<file path="config.mk">
export PLATFORM = sky130hd
export DESIGN_NAME = ordering_unit
export DESIGN_NICKNAME = d
export VERILOG_FILES = /design/src/logic/mem_req_pkg.sv /design/src/logic/filter_pkg.sv /design/src/logic/filter_if.sv /design/src/logic/counting_filter.sv /design/src/logic/order_fifo.sv /design/src/logic/hazard_gate.sv /design/src/logic/ordering_unit.sv
export VERILOG_INCLUDE_DIRS = /design/src /design/src/logic
export SDC_FILE = /design/constraint.sdc
export NUM_CORES = 1
export LEC_CHECK = 0
export ABC_CLOCK_PERIOD_IN_PS = 4830
export BUFFER_PORTS_ARGS = -buffer_cell sky130_fd_sc_hd__buf_2
export CAP_MARGIN = 20
export CORE_MARGIN = 3
export CORE_UTILIZATION = 49
export CTS_BUF_LIST = sky130_fd_sc_hd__clkbuf_16
export DETAILED_ROUTE_END_ITERATION = 6
export GPL_TIMING_DRIVEN = 0
export PLACE_DENSITY = 0.72
export SLEW_MARGIN = 10
export SYNTH_ARGS = -nofsm -noshare
export SYNTH_HDL_FRONTEND = slang
export SYNTH_SLANG_ARGS = --single-unit
</file>
<file path="constraint.sdc">
create_clock -name clk -period 4.83 [get_ports clk]
set_clock_uncertainty 0.15 [all_clocks]
set_input_delay 0.483 -clock clk [delete_from_list [all_inputs] [get_ports clk]]
set_output_delay 0.483 -clock clk [all_outputs]
set_load 0.01 [all_outputs]
</file>
<file path="src/logic/order_config.svh">
`ifndef ORDER_CONFIG_SVH
`define ORDER_CONFIG_SVH

// ====================
// Request fields
// ====================

// Byte address of a memory request
`define ADDR_W 32
// Write payload width
`define DATA_W 32

// ====================
// Filters and queues
// ====================

// Hashed address regions tracked by each filter
`define N_BUCKETS 16
// Counter width per bucket, top bit doubles as the full flag
`define BUCKET_BITS 4
// Requests waiting ahead of the gate
`define REQ_DEPTH 4
// Requests issued and not yet completed
`define INFLIGHT_DEPTH 8

`endif

</file>
<file path="src/logic/mem_req_pkg.sv">
`include "order_config.svh"

package mem_req_pkg;

    // ====================
    // Request kind
    // ====================

    // Reads may share a bucket
    // Writes need the bucket to themselves
    typedef enum logic
    {
        REQ_READ  = 1'b0,
        REQ_WRITE = 1'b1
    } req_kind_t;

    // ====================
    // Request record
    // ====================

    // One queued memory operation, kind in the top bit
    typedef struct packed
    {
        req_kind_t           kind;
        logic [`ADDR_W-1:0]  addr;
        // Don't care for reads, carried anyway
        logic [`DATA_W-1:0]  data;
    } mem_req_t;

endpackage

</file>
<file path="src/logic/filter_pkg.sv">
`include "order_config.svh"

package filter_pkg;

    // Bits needed to name one bucket
    localparam int BUCKET_IDX_W = $clog2(`N_BUCKETS);

    // Bucket index into the counting filters
    typedef logic [BUCKET_IDX_W-1:0] bucket_t;

    // What a completion must undo
    typedef struct packed
    {
        bucket_t                 bucket;
        mem_req_pkg::req_kind_t  kind;
    } inflight_t;

    // Fold an address into a bucket index
    // Bits 1:0 are byte offsets within a word and are dropped
    function automatic bucket_t addr_fold(input logic [`ADDR_W-1:0] addr);
        bucket_t             fold;
        logic [`ADDR_W-1:0]  rest;
        fold = '0;
        rest = addr >> 2;
        // XOR every nibble above the word offset, a partial top nibble pads with zeros
        for (int i = 0; i < `ADDR_W - 2; i += BUCKET_IDX_W)
        begin
            fold ^= rest[BUCKET_IDX_W-1:0];
            rest = rest >> BUCKET_IDX_W;
        end
        return fold;
    endfunction

endpackage

</file>
<file path="src/logic/filter_if.sv">
// One test, one insert and one remove port of a counting filter
interface filter_if;
    import filter_pkg::*;

    // Test port, answered in the same cycle
    bucket_t  test_bucket;
    // Counter has headroom for one more insert
    logic     not_full;
    // No entry outstanding in the tested bucket
    logic     is_zero;

    // Insert port, takes effect at the next edge
    bucket_t  insert_bucket;
    logic     insert_en;

    // Remove port, same timing as insert
    bucket_t  remove_bucket;
    logic     remove_en;

    // Filter side
    modport filter
    (
        input  test_bucket, insert_bucket, insert_en, remove_bucket, remove_en,
        output not_full, is_zero
    );

    // Requester side
    modport gate
    (
        output test_bucket, insert_bucket, insert_en, remove_bucket, remove_en,
        input  not_full, is_zero
    );

endinterface

</file>
<file path="src/logic/counting_filter.sv">
`include "order_config.svh"

// Counting filter, one counter per hashed bucket
module counting_filter
#(
    // Buckets held, must match the bucket index type
    parameter int N_BUCKETS   = `N_BUCKETS,
    // Counter width per bucket
    parameter int BUCKET_BITS = `BUCKET_BITS
)
(
    input  logic     clk,
    input  logic     reset_n,
    filter_if.filter flt
);

    // Outstanding entries per bucket
    logic [BUCKET_BITS-1:0] counters [N_BUCKETS];

    // ====================
    // Test logic
    // ====================

    // Headroom is judged by the top bit alone
    // Costs half the counter range, saves an adder on the test path
    assign flt.not_full = !counters[flt.test_bucket][BUCKET_BITS-1];

    assign flt.is_zero = (counters[flt.test_bucket] == BUCKET_BITS'(0));

    // ====================
    // Update logic
    // ====================

    // Each bucket matches itself against the two request ports
    for (genvar b = 0; b < N_BUCKETS; b++)
    begin : g_bucket
        logic up;
        logic down;

        // Hit on the insert port
        assign up = flt.insert_en && (flt.insert_bucket == b);

        // Hit on the remove port
        assign down = flt.remove_en && (flt.remove_bucket == b);

        // Insert and remove on one bucket cancel
        always_ff @(posedge clk)
        begin
            if (!reset_n)
            begin
                counters[b] <= BUCKET_BITS'(0);
            end
            else
            begin
                counters[b] <= counters[b] +
                               BUCKET_BITS'(up) -
                               BUCKET_BITS'(down);
            end
        end
    end

    // ====================
    // Checks
    // ====================

    // A remove must match an earlier insert on the same bucket
    // Only a same-cycle insert may cover an empty counter
    property p_no_underflow;
        @(posedge clk) disable iff (!reset_n)
        (flt.remove_en &&
         !(flt.insert_en && (flt.insert_bucket == flt.remove_bucket)))
            |-> (counters[flt.remove_bucket] != BUCKET_BITS'(0));
    endproperty

    a_no_underflow: assert property (p_no_underflow)
        else $error("counting_filter: remove on empty bucket %0d", flt.remove_bucket);

    // An insert never wraps a counter
    // The requester must have seen not_full on this bucket
    property p_no_overflow;
        @(posedge clk) disable iff (!reset_n)
        (flt.insert_en && !flt.remove_en)
            |-> (counters[flt.insert_bucket] != {BUCKET_BITS{1'b1}});
    endproperty

    a_no_overflow: assert property (p_no_overflow)
        else $error("counting_filter: insert on saturated bucket %0d", flt.insert_bucket);

endmodule

</file>
<file path="src/logic/order_fifo.sv">
// In-order queue with a type-parameter payload
module order_fifo
#(
    parameter type payload_t = logic,
    parameter int  DEPTH     = 4
)
(
    input  logic     clk,
    input  logic     reset_n,
    input  logic     push,
    input  payload_t push_data,
    input  logic     pop,
    output payload_t pop_data,
    output logic     empty,
    output logic     full
);

    // Pointer and occupancy widths
    localparam int PTR_W = (DEPTH > 1) ? $clog2(DEPTH) : 1;
    localparam int CNT_W = $clog2(DEPTH + 1);

    // ====================
    // Storage
    // ====================

    payload_t         mem [DEPTH];
    logic [PTR_W-1:0] rd_ptr;
    logic [PTR_W-1:0] wr_ptr;
    logic [CNT_W-1:0] count;

    // Oldest entry is always presented
    assign pop_data = mem[rd_ptr];

    assign empty = (count == CNT_W'(0));
    assign full  = (count == CNT_W'(DEPTH));

    // Data written on push, never cleared
    always_ff @(posedge clk)
    begin
        if (push)
        begin
            mem[wr_ptr] <= push_data;
        end
    end

    // ====================
    // Pointers
    // ====================

    // Wrap at DEPTH, depth need not be a power of two
    always_ff @(posedge clk)
    begin
        if (!reset_n)
        begin
            rd_ptr <= '0;
            wr_ptr <= '0;
            count  <= '0;
        end
        else
        begin
            if (push)
                wr_ptr <= (wr_ptr == PTR_W'(DEPTH - 1)) ? '0 : wr_ptr + 1'b1;
            if (pop)
                rd_ptr <= (rd_ptr == PTR_W'(DEPTH - 1)) ? '0 : rd_ptr + 1'b1;
            // Push and pop together leave the count unchanged
            count <= count + CNT_W'(push) - CNT_W'(pop);
        end
    end

    // ====================
    // Checks
    // ====================

    // Writer must respect full
    a_no_overflow: assert property (@(posedge clk) disable iff (!reset_n) push |-> !full)
        else $error("order_fifo: push while full");

    // Reader must respect empty
    a_no_underflow: assert property (@(posedge clk) disable iff (!reset_n) pop |-> !empty)
        else $error("order_fifo: pop while empty");

endmodule

</file>
<file path="src/logic/hazard_gate.sv">
`include "order_config.svh"

// Issue decision for the queue head against the read and write filters
module hazard_gate
(
    input  logic                   clk,
    input  logic                   reset_n,

    // Input queue head
    input  mem_req_pkg::mem_req_t  head,
    input  logic                   head_empty,
    output logic                   head_pop,

    // In-flight record queue
    input  logic                   inflight_full,
    output logic                   inflight_push,
    output filter_pkg::inflight_t  inflight_rec,
    input  filter_pkg::inflight_t  oldest,
    input  logic                   done_en,
    output logic                   inflight_pop,

    // Outstanding reads and writes per bucket
    filter_if.gate                 rd_flt,
    filter_if.gate                 wr_flt,

    // Issued request, registered
    output logic                   out_en,
    output logic [`ADDR_W-1:0]     out_addr,
    output logic [`DATA_W-1:0]     out_data,
    output mem_req_pkg::req_kind_t out_kind
);
    import mem_req_pkg::*;
    import filter_pkg::*;

    // Wide enough to count every in-flight slot
    localparam int CNT_W = $clog2(`INFLIGHT_DEPTH + 1);

    bucket_t          head_bucket;
    logic             head_is_write;
    logic             can_write;
    logic             can_read;
    logic             issue;
    logic [CNT_W-1:0] inflight_cnt;

    // ====================
    // Head test
    // ====================

    assign head_bucket   = addr_fold(head.addr);
    assign head_is_write = (head.kind == REQ_WRITE);

    // Both filters look at the head bucket
    assign rd_flt.test_bucket = head_bucket;
    assign wr_flt.test_bucket = head_bucket;

    // Write needs the bucket idle
    assign can_write = rd_flt.is_zero && wr_flt.is_zero;

    // Read only fears writes, plus room in its own counter
    assign can_read = wr_flt.is_zero && rd_flt.not_full;

    // A blocked head holds everything behind it
    assign issue = !head_empty && !inflight_full &&
                   (head_is_write ? can_write : can_read);

    // ====================
    // Issue side effects
    // ====================

    assign head_pop      = issue;
    assign inflight_push = issue;
    assign inflight_rec  = '{bucket: head_bucket, kind: head.kind};

    // Count the issue in the filter of its kind
    assign rd_flt.insert_bucket = head_bucket;
    assign rd_flt.insert_en     = issue && !head_is_write;
    assign wr_flt.insert_bucket = head_bucket;
    assign wr_flt.insert_en     = issue && head_is_write;

    // ====================
    // Completion side
    // ====================

    // Completions arrive in issue order, so the oldest record is the one done
    assign inflight_pop = done_en;

    assign rd_flt.remove_bucket = oldest.bucket;
    assign rd_flt.remove_en     = done_en && (oldest.kind == REQ_READ);
    assign wr_flt.remove_bucket = oldest.bucket;
    assign wr_flt.remove_en     = done_en && (oldest.kind == REQ_WRITE);

    // ====================
    // Output registers
    // ====================

    always_ff @(posedge clk)
    begin
        if (!reset_n)
            out_en <= 1'b0;
        else
            out_en <= issue;
    end

    // Payload follows the head, held between issues
    always_ff @(posedge clk)
    begin
        if (issue)
        begin
            out_addr <= head.addr;
            out_data <= head.data;
            out_kind <= head.kind;
        end
    end

    // Issued minus completed, as seen by the downstream memory
    always_ff @(posedge clk)
    begin
        if (!reset_n)
            inflight_cnt <= '0;
        else
            inflight_cnt <= inflight_cnt + CNT_W'(issue) - CNT_W'(done_en);
    end

    // Memory may only complete what was issued to it
    a_done_has_owner: assert property (@(posedge clk) disable iff (!reset_n)
        done_en |-> (inflight_cnt != CNT_W'(0)))
        else $error("hazard_gate: done_en with nothing in flight");

endmodule

</file>
<file path="src/logic/ordering_unit.sv">
`include "order_config.svh"

// Memory request ordering unit, top level
module ordering_unit
(
    input  logic                   clk,
    input  logic                   reset_n,

    // Request input, taken when in_full is low
    input  logic                   in_en,
    input  mem_req_pkg::req_kind_t in_kind,
    input  logic [`ADDR_W-1:0]     in_addr,
    input  logic [`DATA_W-1:0]     in_data,
    output logic                   in_full,

    // Issued requests toward memory
    output logic                   out_en,
    output mem_req_pkg::req_kind_t out_kind,
    output logic [`ADDR_W-1:0]     out_addr,
    output logic [`DATA_W-1:0]     out_data,

    // Completion strobe, in issue order
    input  logic                   done_en
);
    import mem_req_pkg::*;
    import filter_pkg::*;

    mem_req_t  in_req;
    mem_req_t  head;
    logic      req_push;
    logic      head_pop;
    logic      head_empty;

    inflight_t inflight_rec;
    inflight_t oldest;
    logic      inflight_push;
    logic      inflight_pop;
    logic      inflight_empty;
    logic      inflight_full;

    // Filter links between gate and counters
    filter_if rd_flt ();
    filter_if wr_flt ();

    // ====================
    // Input queue
    // ====================

    assign in_req   = '{kind: in_kind, addr: in_addr, data: in_data};
    // Requests offered while full are dropped by the queue
    assign req_push = in_en && !in_full;

    order_fifo #(.payload_t(mem_req_t), .DEPTH(`REQ_DEPTH)) req_q
    (
        .clk       (clk),
        .reset_n   (reset_n),
        .push      (req_push),
        .push_data (in_req),
        .pop       (head_pop),
        .pop_data  (head),
        .empty     (head_empty),
        .full      (in_full)
    );

    // ====================
    // In-flight tracking
    // ====================

    order_fifo #(.payload_t(inflight_t), .DEPTH(`INFLIGHT_DEPTH)) inflight_q
    (
        .clk       (clk),
        .reset_n   (reset_n),
        .push      (inflight_push),
        .push_data (inflight_rec),
        .pop       (inflight_pop),
        .pop_data  (oldest),
        .empty     (inflight_empty),
        .full      (inflight_full)
    );

    // Reads per bucket
    counting_filter #(.N_BUCKETS(`N_BUCKETS), .BUCKET_BITS(`BUCKET_BITS)) rd_filter
    (
        .clk     (clk),
        .reset_n (reset_n),
        .flt     (rd_flt)
    );

    // Writes per bucket
    counting_filter #(.N_BUCKETS(`N_BUCKETS), .BUCKET_BITS(`BUCKET_BITS)) wr_filter
    (
        .clk     (clk),
        .reset_n (reset_n),
        .flt     (wr_flt)
    );

    // ====================
    // Issue gate
    // ====================

    hazard_gate gate
    (
        .clk           (clk),
        .reset_n       (reset_n),
        .head          (head),
        .head_empty    (head_empty),
        .head_pop      (head_pop),
        .inflight_full (inflight_full),
        .inflight_push (inflight_push),
        .inflight_rec  (inflight_rec),
        .oldest        (oldest),
        .done_en       (done_en),
        .inflight_pop  (inflight_pop),
        .rd_flt        (rd_flt),
        .wr_flt        (wr_flt),
        .out_en        (out_en),
        .out_addr      (out_addr),
        .out_data      (out_data),
        .out_kind      (out_kind)
    );

    // Filters and record queue drain together
    // An empty record queue means every counter is back at zero
    a_idle_filters: assert property (@(posedge clk) disable iff (!reset_n)
        (inflight_empty && !head_empty) |-> (rd_flt.is_zero && wr_flt.is_zero))
        else $error("ordering_unit: filter count left with no record in flight");

endmodule

</file>
==> metrics.md <==
| Metric | Value |
|---|---|
| CP top delay family | simple AND/OR/NAND/NOR gates |
| Seq/Total Area, Yosys | 61.5% |
| RSZ-0062 raised after global routing | yes |
| Pre-antenna DRT Iters | 5 |
| Failing checks | setup timing |
| Async SR Flop Fraction | 0% |
| Post-DRT Antenna Nets | 0 |
| Min-delay src | done_en |
| Root Driver | clkbuf_16 |
| Clock latency on the worst-skew pair | 600 ps |
| Die height | 221 µm |
| WP buf/inv | 4 |
| First-pass GRT wire length | 78400 µm |
| FF+latch count, synth | 516 |
| Worst hold stages | 3 |
| Avg WL per Cell | 19.7 µm |
| CP max FO | 9 |
| CP Capture Type | flop |
| Final weighted congestion in routability-driven placement | 0.861 |
| Final Hold Viols | 0 |
| Clock tree buffer depth | 3 |
| Cts bufs inserted | 52 |
| WP data required | around 5200 ps |
| Fin util | 61.4% |
| Most common cell after layout, fill and taps aside | edfxtp_1 |
| Grt ovf | 0 |
| Layout Cells excl Fill | 2520 |
| Final WL | 49600 µm |
| Mapped Cells | 1576 |
| Nets@finish | 2123 |
| Core Area | 45600 µm² |
| Gr usage total | 20.3% |
| Area taken by multi-input logic gates | between 8000 and 9000 µm² |
| Syn Std Cell Area | roughly 23000 µm² |
| Synth top area cells | edfxtp_1, dfxtp_1, ha_1 |
| Initial core utilization | roughly 50% |
| Post-layout min period | around 5300 ps |
| TritonCTS clock tree | yes |
| Final slew viol count | 0 |
| Share of the synthesized area in the top cell type | 48.2% |
| CP Launch Type | flop |
| Final period util | 109% |
| Post-synth EDFFs | 365 |
| Post-synth cell types | 56 |
| Die area | 49000 µm² |
| Final Setup Violations | 99 |
| Worst-case reg-to-reg path depth | 17 |
| Area leader, netlist | edfxtp_1 |
| Maxcap violations | 0 |
| Vias/cell | 5.29 |
| R2R Path End | wr_filter.counters[15][1] |
| Run status | finished with violations |
| Critical path's slowest cell | mux4_2 |
| Rel. slew slack | between 40% and 50% |
| Syn-to-layout area delta | 23.0% |
| Worst slack at placement | -1120 ps |
| # DRC | 0 |
| CTS H-tree depth | 2 |
| Hpwl dp | 31500 µm |
| Critical path, cell by cell | bufbuf_16 -> mux4_2 -> xnor3_1 -> xnor3_2 -> inv_6 -> mux4_2 -> nand2_1 -> a31oi_1 -> or4b_4 -> buf_6 -> nor4_4 -> nand2_1 -> ha_1 -> inv_1 -> ha_2 -> fa_2 -> and2_1 |
| Syn. warnings | 0 |
| Syn Nets | ~1800 |
| Row count | 78 |
| Initial DRC count | between 700 and 800 |
| Initial antenna violation count | 2 |
| Post-synth top flop | edfxtp_1 |
| Worst slew pin tran | 886 ps |
| Clock slew at reported path FFs | approximately 60 ps |
| WP data arrival | 5620 ps |
| Max stage delay on crit path | approximately 550 ps |
| Die X | 221 µm |
| Clk sinks | 516 |
| Routed via count | 13325 |
| Largest net degree at the start of global routing | 53 |
| Worst Hold Class | input port to flop |
| Commonest cells after routing, fill and taps aside | edfxtp_1, inv_1, dfxtp_1 |
| Setup ws final | -446 ps |
| Vias in the first global route | approximately 14000 |
| CP Class | flop to flop |
| Setup slack, reg-to-reg | -450 ps |
| IO Pins | around 140 |
| Fill cells | 3229 |
| Syn_area_per_cell | 14.4 µm² |
| Max Freq | 0.190 GHz |
| Sequential Area | between 10000 and 15000 µm² |
| Hold Slack | 171 ps |
| Cell total after placement | 2316 |
| Share of cells above drive strength 1 | 26.2% |
| IO buf count | 135 |
==> repair_timing <==
item,CTS,global route
hold buffers,65,0
endpoints found under the setup margin,247,168
setup buffers,28,8
gates cloned,6,0
resized for setup,164,41
endpoints found under the hold margin,260,0
pin swaps,35,21
==> state kept, by name, indices dropped and copies added, names as in the netlist, 2 cells and up, named ones only <==
name,count
req_q.rd_ptr,2
wr_filter.counters,64
inflight_q.mem,40
req_q.mem,260
rd_filter.counters,64
gate.out_addr,32
inflight_q.count,4
req_q.wr_ptr,2
gate.out_data,32
req_q.count,3
inflight_q.wr_ptr,3
inflight_q.rd_ptr,3
==> synthesized netlist by cell type (all sizes together), types with 5 or more instances <==
cell type / n
a21o: 34
a21oi: 37
and2: 57
buf: 22
clkbuf: 24
dfxtp: 151
edfxtp: 365
fa: 34
ha: 144
inv: 185
mux2: 5
mux2i: 16
mux4: 76
nand2: 40
nand3: 9
nor2: 162
nor3: 19
nor4: 11
or4: 15
xnor2: 68
xor2: 54
==> routing by layer <==
layer	share of wire [%]	global-route usage (%)	up-vias
met4	3.4	7.08	0
met5	0	0	-
met1	40	24.8	6664
met3	6.1	4.56	107
met2	51	35.7	368
li1	-	-	6186
==> metrics by stage <==
step | cell area [µm²] | TNS, ps
after detailed placement | 24300 | -138710
after CTS | 27700 | -10760
after floorplan | 22800 | 0
final | 28000 | -16830
after global placement | 24200 | -132140
after global routing | 28000 | -33650
==> cell families after synthesis <==
logic type	synth area share [%]
xor gates and xnor gates	5.07
AOI/OAI and AO/OA	2.92
buffers and inverters	4.16
adders and majority gates	10.9
and+or+nand+nor	6.92
muxes	8.53
DFF	61.5
==> area by class of cell <==
cell class	instances	area share [%]
repair inverters	2	0.116
well taps	600	2.68
clock inverters	43	1.35
clock buffers	53	4.74
repair buffers	245	6.46
inverters	186	2.61
plain buffers	45	1.19
diodes	2	0.0179
flip-flops and latches	516	50.0
multi-input cells	828	30.8
==> worst reg2reg max path, cell delays in order, from the launching register on <==
cell and delay, ps:
dfxtp_4 370, bufbuf_16 270, mux4_2 550, xnor3_1 230, xnor3_2 540, inv_6 100, mux4_2 490, nand2_1 80
a31oi_1 70, or4b_4 540, buf_6 170, nor4_4 280, nand2_1 170, ha_1 320, inv_1 70, ha_2 180
fa_2 430, and2_1 160
==> how the worst max path moves through the flow <==
stage	startpoint	to	slack, ps	cells past startpoint
final	flop	wr_filter.counters[15][1]	-450	17
after global routing	flop	wr_filter.counters[15][1]	-550	20
after CTS	flop	inflight_q.count[2]	-310	21
after detailed placement	flop	wr_filter.counters[14][2]	-1120	21
after global placement	flop	wr_filter.counters[15][2]	-1050	21
after floorplan	flop	wr_filter.counters[12][2]	7	18
Power is left out: the tool's default activity adds up to more than one toggle a clock period on the data nets, which glitch-free logic cannot reach.
